## config.mk

```make
export PLATFORM = sky130hd
export DESIGN_NAME = ilk_tx_top
export DESIGN_NICKNAME = d
export VERILOG_FILES = /design/src/rtl/ilk_pkg.sv /design/src/rtl/avalon_to_ilk_adapter.sv /design/src/rtl/ilk_word_fifo.sv /design/src/rtl/ilk_burst_framer.sv /design/src/rtl/ilk_tx_top.sv
export VERILOG_INCLUDE_DIRS = /design/src /design/src/rtl
export SDC_FILE = /design/constraint.sdc
export NUM_CORES = 2
export LEC_CHECK = 0
export BUFFER_PORTS_ARGS = -buffer_cell sky130_fd_sc_hd__buf_2
export CAP_MARGIN = 40
export CORE_MARGIN = 8
export CORE_UTILIZATION = 43
export DETAILED_ROUTE_END_ITERATION = 10
export SETUP_SLACK_MARGIN = 0.3
export SLEW_MARGIN = 20
export SYNTH_ARGS = -nofsm -noshare
export SYNTH_HDL_FRONTEND = slang
export SYNTH_SLANG_ARGS = --single-unit
export TNS_END_PERCENT = 30
```

## constraint.sdc

```tcl
create_clock -name clk -period 28.8 [get_ports clk]
set_clock_uncertainty 0.15 [all_clocks]
set_input_delay 2.88 -clock clk [delete_from_list [all_inputs] [get_ports clk]]
set_output_delay 2.88 -clock clk [all_outputs]
set_load 0.05 [all_outputs]
```

## src/rtl/ilk_defs.svh

```systemverilog
`ifndef ILK_DEFS_SVH
`define ILK_DEFS_SVH

// shared sizing for the interlaken transmit front end

// 64-bit words per beat
// the avalon side and the interlaken side carry the same beat width
`define ILK_WORDS 4

// beats held in the decoupling FIFO
// must be a power of two because the pointers wrap naturally
`define ILK_FIFO_DEPTH 8

// longest burst in beats
// a burst may also close earlier on end of packet
`define ILK_BURST_MAX 4

`endif

```

## src/rtl/ilk_pkg.sv

```systemverilog
`default_nettype none

`include "ilk_defs.svh"

package ilk_pkg;

   // one beat of payload, ILK_WORDS words of 64 bits
   typedef logic [`ILK_WORDS*64-1:0] ilk_data_t;

   // avalon empty byte count, 0 to 31 in a 32-byte beat
   typedef logic [4:0] avl_empty_t;

   // number of valid 64-bit words, 0 to 4
   typedef logic [2:0] ilk_nvalid_t;

   // end of packet code
   // 0000 no eop, 0001 eop with error
   // 1xxx eop with xxx valid bytes in the last word, 000 meaning 8
   typedef logic [3:0] ilk_eop_t;

   // FIFO pointer, address bits plus one wrap bit on top
   typedef logic [$clog2(`ILK_FIFO_DEPTH):0] ilk_fifo_ptr_t;

endpackage

`default_nettype wire

```

## src/rtl/avalon_to_ilk_adapter.sv

```systemverilog
`timescale 1ns/1ps
`default_nettype none

`include "ilk_defs.svh"

module avalon_to_ilk_adapter
   import ilk_pkg::*;
(
   // avalon streaming side
   input  ilk_data_t   avl_data,
   input  logic        avl_sop,
   input  logic        avl_eop,
   input  logic        avl_valid,
   input  avl_empty_t  avl_empty,
   input  logic        avl_error,
   output logic        avl_ready,

   // interlaken word side
   output ilk_data_t   ilk_data,
   output ilk_nvalid_t ilk_num_valid,
   output logic        ilk_sop,
   output ilk_eop_t    ilk_eopbits,
   output logic        ilk_valid,
   input  logic        ilk_ready
);

   // qualified eop and eop with error
   logic valid_eop;
   logic valid_eop_error;

   assign valid_eop       = avl_valid & avl_eop;
   assign valid_eop_error = valid_eop & avl_error;

   // payload and handshake pass straight across, no storage here
   assign ilk_data  = avl_data;
   assign ilk_sop   = avl_sop;
   assign ilk_valid = avl_valid;

   // back-pressure from the FIFO goes straight to the source
   assign avl_ready = ilk_ready;

   always_comb begin
      // idle beat carries nothing
      ilk_num_valid = '0;
      ilk_eopbits   = 4'b0000;

      if (avl_valid && !avl_eop) begin
         // mid-packet beat, empty should be a whole number of words
         case (avl_empty)
            5'd0:    ilk_num_valid = ilk_nvalid_t'(`ILK_WORDS);
            5'd8:    ilk_num_valid = ilk_nvalid_t'(`ILK_WORDS - 1);
            5'd16:   ilk_num_valid = ilk_nvalid_t'(`ILK_WORDS - 2);
            5'd24:   ilk_num_valid = ilk_nvalid_t'(`ILK_WORDS - 3);
            // partial word before eop is not legal, flag as empty beat
            default: ilk_num_valid = '0;
         endcase
      end else if (valid_eop) begin
         // last beat, count any word that holds at least one byte
         if (avl_empty < 5'd8) begin
            ilk_num_valid = ilk_nvalid_t'(`ILK_WORDS);
         end else if (avl_empty < 5'd16) begin
            ilk_num_valid = ilk_nvalid_t'(`ILK_WORDS - 1);
         end else if (avl_empty < 5'd24) begin
            ilk_num_valid = ilk_nvalid_t'(`ILK_WORDS - 2);
         end else begin
            ilk_num_valid = ilk_nvalid_t'(`ILK_WORDS - 3);
         end

         if (valid_eop_error) begin
            // error marker replaces the byte count
            ilk_eopbits = 4'b0001;
         end else begin
            // empty[2:0] = k unused bytes in the last word, so 8-k valid
            // a full last word wraps to 000
            case (avl_empty[2:0])
               3'd0: ilk_eopbits = 4'b1000;
               3'd1: ilk_eopbits = 4'b1111;
               3'd2: ilk_eopbits = 4'b1110;
               3'd3: ilk_eopbits = 4'b1101;
               3'd4: ilk_eopbits = 4'b1100;
               3'd5: ilk_eopbits = 4'b1011;
               3'd6: ilk_eopbits = 4'b1010;
               3'd7: ilk_eopbits = 4'b1001;
               default: ilk_eopbits = 4'b1000;
            endcase
         end
      end
   end

endmodule

`default_nettype wire

```

## src/rtl/ilk_word_fifo.sv

```systemverilog
`timescale 1ns/1ps
`default_nettype none

`include "ilk_defs.svh"

module ilk_word_fifo
   import ilk_pkg::*;
(
   input  logic        clk,
   input  logic        arst_n,

   // write side, from the adapter
   input  ilk_data_t   wr_data,
   input  ilk_nvalid_t wr_num_valid,
   input  logic        wr_sop,
   input  ilk_eop_t    wr_eopbits,
   input  logic        wr_valid,
   output logic        wr_ready,

   // read side, to the burst framer
   output ilk_data_t   rd_data,
   output ilk_nvalid_t rd_num_valid,
   output logic        rd_sop,
   output ilk_eop_t    rd_eopbits,
   output logic        rd_valid,
   input  logic        rd_ready
);

   localparam int unsigned ADDR_W = $clog2(`ILK_FIFO_DEPTH);

   // entry storage, one array per field
   ilk_data_t     data_mem   [`ILK_FIFO_DEPTH];
   ilk_nvalid_t   nvalid_mem [`ILK_FIFO_DEPTH];
   logic          sop_mem    [`ILK_FIFO_DEPTH];
   ilk_eop_t      eop_mem    [`ILK_FIFO_DEPTH];

   ilk_fifo_ptr_t wr_ptr;
   ilk_fifo_ptr_t rd_ptr;
   logic          accept_en;
   logic          full;
   logic          empty;
   logic          do_write;
   logic          do_read;

   // same address, wrap bits equal means empty, wrap bits differ means full
   assign empty = (wr_ptr == rd_ptr);
   assign full  = (wr_ptr[ADDR_W] != rd_ptr[ADDR_W]) &&
                  (wr_ptr[ADDR_W-1:0] == rd_ptr[ADDR_W-1:0]);

   // accept_en holds the write side closed until the first edge after reset
   assign wr_ready = accept_en & ~full;
   assign rd_valid = ~empty;

   assign do_write = wr_valid & wr_ready;
   assign do_read  = rd_valid & rd_ready;

   always_ff @(posedge clk or negedge arst_n) begin
      if (!arst_n) begin
         accept_en <= 1'b0;
         wr_ptr    <= '0;
         rd_ptr    <= '0;
      end else begin
         accept_en <= 1'b1;
         // read and write may both move in one cycle
         if (do_write) begin
            wr_ptr <= wr_ptr + 1'b1;
         end
         if (do_read) begin
            rd_ptr <= rd_ptr + 1'b1;
         end
      end
   end

   always_ff @(posedge clk) begin
      if (do_write) begin
         data_mem[wr_ptr[ADDR_W-1:0]]   <= wr_data;
         nvalid_mem[wr_ptr[ADDR_W-1:0]] <= wr_num_valid;
         sop_mem[wr_ptr[ADDR_W-1:0]]    <= wr_sop;
         eop_mem[wr_ptr[ADDR_W-1:0]]    <= wr_eopbits;
      end
   end

   // head entry is read combinationally, visible right after the write edge
   assign rd_data      = data_mem[rd_ptr[ADDR_W-1:0]];
   assign rd_num_valid = nvalid_mem[rd_ptr[ADDR_W-1:0]];
   assign rd_sop       = sop_mem[rd_ptr[ADDR_W-1:0]];
   assign rd_eopbits   = eop_mem[rd_ptr[ADDR_W-1:0]];

endmodule

`default_nettype wire

```

## src/rtl/ilk_burst_framer.sv

```systemverilog
`timescale 1ns/1ps
`default_nettype none

`include "ilk_defs.svh"

module ilk_burst_framer
   import ilk_pkg::*;
(
   input  logic        clk,
   input  logic        arst_n,

   // beats from the FIFO
   input  ilk_data_t   in_data,
   input  ilk_nvalid_t in_num_valid,
   input  logic        in_sop,
   input  ilk_eop_t    in_eopbits,
   input  logic        in_valid,
   output logic        in_ready,

   // beats towards the lanes, with burst boundary
   output ilk_data_t   out_data,
   output ilk_nvalid_t out_num_valid,
   output logic        out_sop,
   output ilk_eop_t    out_eopbits,
   output logic        out_burst_end,
   output logic        out_valid,
   input  logic        out_ready
);

   // wide enough to count up to ILK_BURST_MAX-1
   localparam int unsigned CNT_W = (`ILK_BURST_MAX > 1) ? $clog2(`ILK_BURST_MAX) : 1;

   // beats already sent in the current burst
   logic [CNT_W-1:0] beat_cnt;
   logic             last_slot;
   logic             out_fire;

   // data path is combinational, framing only adds the burst_end flag
   assign out_data      = in_data;
   assign out_num_valid = in_num_valid;
   assign out_sop       = in_sop;
   assign out_eopbits   = in_eopbits;
   assign out_valid     = in_valid;
   assign in_ready      = out_ready;

   // this beat fills the burst to its maximum length
   assign last_slot = (beat_cnt == CNT_W'(`ILK_BURST_MAX - 1));

   // any non-zero eop code, error included, closes the burst
   assign out_burst_end = (in_eopbits != 4'b0000) || last_slot;

   assign out_fire = out_valid & out_ready;

   always_ff @(posedge clk or negedge arst_n) begin
      if (!arst_n) begin
         beat_cnt <= '0;
      end else if (out_fire) begin
         if (out_burst_end) begin
            // next beat opens a new burst
            beat_cnt <= '0;
         end else begin
            beat_cnt <= beat_cnt + 1'b1;
         end
      end
   end

endmodule

`default_nettype wire

```

## src/rtl/ilk_tx_top.sv

```systemverilog
`timescale 1ns/1ps
`default_nettype none

module ilk_tx_top
   import ilk_pkg::*;
(
   input  logic        clk,
   input  logic        arst_n,

   // avalon streaming input
   input  ilk_data_t   avl_data,
   input  logic        avl_sop,
   input  logic        avl_eop,
   input  logic        avl_valid,
   input  avl_empty_t  avl_empty,
   input  logic        avl_error,
   output logic        avl_ready,

   // interlaken beat output
   output ilk_data_t   ilk_data,
   output ilk_nvalid_t ilk_num_valid,
   output logic        ilk_sop,
   output ilk_eop_t    ilk_eopbits,
   output logic        ilk_burst_end,
   output logic        ilk_valid,
   input  logic        ilk_ready
);

   // adapter to FIFO
   ilk_data_t   a2f_data;
   ilk_nvalid_t a2f_num_valid;
   logic        a2f_sop;
   ilk_eop_t    a2f_eopbits;
   logic        a2f_valid;
   logic        a2f_ready;

   // FIFO to framer
   ilk_data_t   f2b_data;
   ilk_nvalid_t f2b_num_valid;
   logic        f2b_sop;
   ilk_eop_t    f2b_eopbits;
   logic        f2b_valid;
   logic        f2b_ready;

   // avalon beat to word count and eop code, zero latency
   avalon_to_ilk_adapter adapter_inst (
      .avl_data      (avl_data),
      .avl_sop       (avl_sop),
      .avl_eop       (avl_eop),
      .avl_valid     (avl_valid),
      .avl_empty     (avl_empty),
      .avl_error     (avl_error),
      .avl_ready     (avl_ready),
      .ilk_data      (a2f_data),
      .ilk_num_valid (a2f_num_valid),
      .ilk_sop       (a2f_sop),
      .ilk_eopbits   (a2f_eopbits),
      .ilk_valid     (a2f_valid),
      .ilk_ready     (a2f_ready)
   );

   // decoupling buffer, one cycle from write to output
   ilk_word_fifo fifo_inst (
      .clk          (clk),
      .arst_n       (arst_n),
      .wr_data      (a2f_data),
      .wr_num_valid (a2f_num_valid),
      .wr_sop       (a2f_sop),
      .wr_eopbits   (a2f_eopbits),
      .wr_valid     (a2f_valid),
      .wr_ready     (a2f_ready),
      .rd_data      (f2b_data),
      .rd_num_valid (f2b_num_valid),
      .rd_sop       (f2b_sop),
      .rd_eopbits   (f2b_eopbits),
      .rd_valid     (f2b_valid),
      .rd_ready     (f2b_ready)
   );

   // burst boundary marking on the way out
   ilk_burst_framer framer_inst (
      .clk           (clk),
      .arst_n        (arst_n),
      .in_data       (f2b_data),
      .in_num_valid  (f2b_num_valid),
      .in_sop        (f2b_sop),
      .in_eopbits    (f2b_eopbits),
      .in_valid      (f2b_valid),
      .in_ready      (f2b_ready),
      .out_data      (ilk_data),
      .out_num_valid (ilk_num_valid),
      .out_sop       (ilk_sop),
      .out_eopbits   (ilk_eopbits),
      .out_burst_end (ilk_burst_end),
      .out_valid     (ilk_valid),
      .out_ready     (ilk_ready)
   );

endmodule

`default_nettype wire

```

Word-level counts from Yosys, hierarchy flattened:

Memories as Yosys holds them, arrays and structs flattened.
Cells that the tools add are included.

* add/subtract/negate cells: 3
* order comparisons: 3
* equal/unequal tests: 7
* muxes and demuxes: 12
* bitwise operators: 7
* reductions and logical operators: 6

Operators by type and width (number)
* $mux W3: 4
* $mux W4: 3
* $pmux W3 S4: 1
* $eq A5 B5 Y1 const B: 2
* $lt A5 B5 Y1 const B: 2
* $add A4 B1 Y4 const B: 2
* $and A1 B1 Y1: 5
* $eq A5 B4 Y1 const B: 1
* $logic_not A5 Y1: 1
* $lt A5 B4 Y1 const B: 1
* $eq A4 B4 Y1: 1
* $mux W2: 2
* $reduce_bool A4 Y1: 1
* $eq A3 B3 Y1: 1
* $add A2 B1 Y2 const B: 1
* $eq A2 B2 Y1 const B: 1
* $logic_and A1 B1 Y1: 2
* $mux W1: 2
* $not A1 Y1: 2
* $logic_not A1 Y1: 1
* $logic_or A1 B1 Y1: 1
* $ne A1 B1 Y1: 1

* register bits after elaboration: 11
* memory bits (writable): 2112
* bits in read-only memories: 24
* bits of input ports: 268
* output and inout port bits: 267
* word-level logic and storage cells: 47
* memories kept: 5

Memories
* fifo_inst.data_mem: words 8, width 256, rd ports 1, clocked after Yosys merged registers in 0, write ports 1, line ilk_word_fifo.sv:32 `` ilk_data_t data_mem [`ILK_FIFO_DEPTH]; ``
* fifo_inst.eop_mem: words 8, width 4, rd ports 1, clocked after Yosys merged registers in 0, write ports 1, line ilk_word_fifo.sv:35 `` ilk_eop_t eop_mem [`ILK_FIFO_DEPTH]; ``
* (name not given): words 8, width 3, rd ports 1, clocked after Yosys merged registers in 0, write ports 0, line avalon_to_ilk_adapter.sv:75 `case (avl_empty[2:0])`
* fifo_inst.nvalid_mem: words 8, width 3, rd ports 1, clocked after Yosys merged registers in 0, write ports 1, line ilk_word_fifo.sv:33 `` ilk_nvalid_t nvalid_mem [`ILK_FIFO_DEPTH]; ``
* fifo_inst.sop_mem: words 8, width 1, rd ports 1, clocked after Yosys merged registers in 0, write ports 1, line ilk_word_fifo.sv:34 `` logic sop_mem [`ILK_FIFO_DEPTH]; ``

Longest topological paths before layout:

* word-level depth: 7
* mapped depth: 7

Modules after synthesis:

A second synthesis with hierarchy kept.

* cells, all modules: 3670
* area total of the unflattened synthesis: 84075.6 µm²

Modules (own cells, without submodules)
* ilk_word_fifo: instances 1, cells each 3107, area an instance 79834.1 µm²
* avalon_to_ilk_adapter: instances 1, cells each 285, area an instance 2122.0 µm²
* ilk_burst_framer: instances 1, cells each 278, area an instance 2119.5 µm²

Least setup slack after synthesis:

Ideal clock, no wire load.

* path type: input to register
* from: in avl_valid
* to: mem fifo_inst.data_mem[0][0] in the netlist's numbering, enable pin
* setup time: 1210 ps
* data arrival time: 21099 ps
* required time: 27440 ps
* slack: 6341 ps
* cell stages on the path: 3
* path buffers: 1
* cell sequence: clkbuf_1 -> nand3b_1 -> nor3_1

* longest elaborated chain between the ends: 3

RTL lines
* start, declared: line ilk_tx_top.sv:14 `input logic avl_valid,`
* $and A1 B1 Y1: line ilk_word_fifo.sv:54 `assign do_write = wr_valid & wr_ready;`
* $mux W1: line ilk_word_fifo.sv:75 `if (do_write) begin`
* $mux W1 (implied by the code): line ilk_word_fifo.sv:76 `data_mem[wr_ptr[ADDR_W-1:0]] <= wr_data;`
* end, declared: line ilk_word_fifo.sv:32

Every way passes these cells.

Final worst setup path:

* from: reg fifo_inst.rd_ptr[0]
* to: out ilk_data[61]

* longest elaborated chain between the ends: 1

RTL lines
* start, declared: line ilk_word_fifo.sv:38 `ilk_fifo_ptr_t rd_ptr;`
* start signal, assigned: line ilk_word_fifo.sv:69 `rd_ptr <= rd_ptr + 1'b1;`
* $mem_v2 Z8 W256
* end, declared: line ilk_tx_top.sv:20 `output ilk_data_t ilk_data,`

Every way passes these cells.

==> impl_metrics.env <==
export IMPL_status="finished, final reports clean"
export IMPL_syn_area_um2=79790
export IMPL_grt_ovfl_total=0
export IMPL_hp_class="register to register"
export IMPL_clk_latency_ps=840
export IMPL_synth_edf_count=2112
export IMPL_synth_top_family_by_area="multiplexers"
export IMPL_ctsHoldBuffers=0
export IMPL_synthSimpleGateAreaFrac=0.002635
export IMPL_coreArea_um2=184800
export IMPL_die_area_um2=199600
export IMPL_synth_cells=3154
export IMPL_power_mw=9.983
export IMPL_cts_buffers=214
export IMPL_grt_pass1_vias=37250
export IMPL_first_iter_violations=2378
export IMPL_grt_pass1_wl_um=252800
export IMPL_cts_clk_slew_worst_paths_ps=60
export IMPL_postSynthNetCount=3431
export IMPL_drive_gt1_frac=0.4289
export IMPL_cpLargestDelayFamily="buffers and inverters"
export IMPL_combPwrFrac=0.353
export IMPL_synth_xor_area_frac=0.001208
export IMPL_place_congestion=0.7258
export IMPL_ys_types=37
export IMPL_cts_repair_resized=0
export IMPL_areaGrowthSynthToFinish_pct=16.79
export IMPL_maxSlewHeadroom=0.3135
export IMPL_cpMaxStageDelayCell="dfrtp_4"
export IMPL_peakVddDrop_mv=0.08808
export IMPL_power_leakage_nw=29.89
export IMPL_num_io_pins=535
export IMPL_dpl_cell_count=6101
export IMPL_layout_commonest_cell="edfxtp_1"
export IMPL_power_switching_share=0.3532
export IMPL_synth_area_top_cells="edfxtp_1, mux4_2, mux2_2"
export IMPL_die_w_um=446.8
export IMPL_rr_worst_depth=10
export IMPL_synthAdderAreaFrac=0.001411
export IMPL_pwr_share_clk=0.271
export IMPL_synth_seq_cells=2123
export IMPL_dr_pass1_iters=4
export IMPL_grt_start_max_net_pins=137
export IMPL_r2r_end="fifo_inst.data_mem[5][211]"
export IMPL_finalSetupViolations=0
export IMPL_synth_compound_area_frac=0.001443
export IMPL_hold_depth=2
export IMPL_layout_nets=4118
export IMPL_grt_usage=0.1705
export IMPL_antenna_found_initial=71
export IMPL_fin_area_um2=93180
export IMPL_cts_num_sinks=2123
export IMPL_rsz0062_at_grt="no"
export IMPL_cts_max_path_buffers=3
export IMPL_r2r_start="fifo_inst.rd_ptr[2]"
export IMPL_fin_crit_sh=0.2884
export IMPL_worstSetupPathType="register to primary output"
export IMPL_ant_nets=0
export IMPL_hold_end="framer_inst.beat_cnt[1]"
export IMPL_synth_ff_type="edfxtp_1"
export IMPL_crit_arrival_ps=5280
export IMPL_synth_area_mux_share=0.1862
export IMPL_cpPeakStageDelay_ps=910
export IMPL_portBuffers=534
export IMPL_critical_path_endpoint_type="primary output"
export IMPL_wl_per_cell_um=26.53
export IMPL_final_cells=6522
export IMPL_crit_path_max_fanout=98
export IMPL_die_h_um=446.8
export IMPL_r2r_slack_ps=23570
export IMPL_vias=35020
export IMPL_cts_root_buffer="clkbuf_16"
export IMPL_initial_core_util=0.4316
export IMPL_via_per_inst=5.370
export IMPL_startpoint_type="register"
export IMPL_final_cell_mix="edfxtp_1, buf_2, mux4_2, mux2_2, clkbuf_16"
export IMPL_drcViolationCount=0
export IMPL_htreeDepth=4
export IMPL_ys_warnings_count=0
export IMPL_max_cap_violations=0
export IMPL_ys_seq_area_frac=0.7983
export IMPL_rows=158
export IMPL_dp_hpwl_um=98190
export IMPL_wl_um=173000
export IMPL_synth_top_area_cell="edfxtp_1"
export IMPL_p_seq_frac=0.376
export IMPL_worstMarginPinSlew_ps=1030
export IMPL_hold_violations=0
export IMPL_cp_cell_sequence="buf_12 > buf_4 > buf_4 > buf_12 > mux4_2 > mux2_2 > buf_2"
export IMPL_cts_tree="yes"
export IMPL_report_final_slew_viol_count=0
export IMPL_p_sw_mw=3.525
export IMPL_async_reset_ff_frac=0.005181
export IMPL_crit_buf_inv=5
export IMPL_post_cts_setup_buffer_count=0
export IMPL_worstHoldStart="framer_inst.beat_cnt[1]"
export IMPL_powerDensity_nw_per_um2=107.1
export IMPL_synth_avg_cell_area_um2=25.30
export IMPL_cp_required_ps=25770
export IMPL_place_area_um2=86100
export IMPL_p_int_mw=6.457
export IMPL_synth_top_area_share=0.7949
export IMPL_fin_crit_ps=8305
export IMPL_max_clock_freq_ghz=0.1204
export IMPL_tns_ps=0
export IMPL_fin_util=0.5041
worst max path at each step:
stage                             start                        to  slack [ps]  cells past startpoint
finish              fifo_inst.rd_ptr[0]              ilk_data[61]       20490                      7
global route        fifo_inst.rd_ptr[0]              ilk_data[61]       20070                      7
detailed placement  fifo_inst.rd_ptr[0]              ilk_data[61]       21220                      7
CTS                 fifo_inst.rd_ptr[0]              ilk_data[61]       20280                      7
floorplan                     avl_valid  fifo_inst.data_mem[0][0]        6340                      3
global placement    fifo_inst.rd_ptr[0]             ilk_data[124]       21120                      6
area by class of cell:
cell class,count,area (µm²)
Fill cell,14480,91660
Sequential cell,2123,63710
Multi-Input combinational cell,871,15440
Clock buffer,257,5517
Timing Repair Buffer,622,3909
Tap cell,2480,3103
Clock inverter,135,1400
Antenna cell,25,62.56
Inverter,9,41.29
synth_stat cells (2+ instances only):
library cell	instances
a21oi_1	2
buf_1	28
buf_2	58
buf_6	2
clkbuf_1	62
dfrtp_1	11
edfxtp_1	2112
ha_1	9
inv_1	9
mux2_2	264
mux2i_1	4
mux4_2	526
nand2_1	10
nand2b_1	4
nand3_1	6
nor2_1	12
nor3_1	3
o21ai_0	2
o41a_1	2
o41ai_2	2
xnor2_1	7
xor2_1	4
stage by stage:
stage | hold WS, ps | setup slack (ps)
2_1_floorplan | 303.8 | 6341
3_3_place_gp | 322.5 | 21120
3_5_place_dp | 344.3 | 21220
4_1_cts | 358.0 | 20280
5_1_grt | 405.6 | 20070
6_report | 352.3 | 20490
flip-flops by register name, summed over array words and instances (netlist names):
name / cells
fifo_inst.wr_ptr: 4
fifo_inst.eop_mem: 32
fifo_inst.rd_ptr: 4
fifo_inst.accept_en: 1
fifo_inst.nvalid_mem: 24
fifo_inst.data_mem: 2048
framer_inst.beat_cnt: 2
fifo_inst.sop_mem: 8
cell families after synthesis:
logic type / count (synthesis)
compound gates: 13
xor+xnor: 11
fa+ha+maj: 9
buf+inv: 160
flops: 2123
mux: 794
other cells: 1
simple gates: 43
worst min-delay path: cells and delay by family, from the launching register on:
kind,cells,cell delay [ps]
and+or+nand+nor,1,50
AOI/OAI and AO/OA,1,70
DFF,1,350
power by group through the flow:
stage	clock [mW]	combinational (mW)	sequential, mW
floorplan	0	2.70	3.88
CTS	2.78	3.61	3.76
global placement	0	3.53	3.82
finish	2.71	3.52	3.75
detailed placement	0	3.60	3.82
global route	2.89	3.71	3.77
routing by layer:
metal	part of all wire	GRT usage	vias up
met5	0.0010	0	-
met1	0.41	0.2170	18860
met3	0.052	0.03947	328
met2	0.51	0.2895	788
met4	0.031	0.05910	28
li1	-	-	15020
No activity file was read; power rests on OpenSTA's default activity.
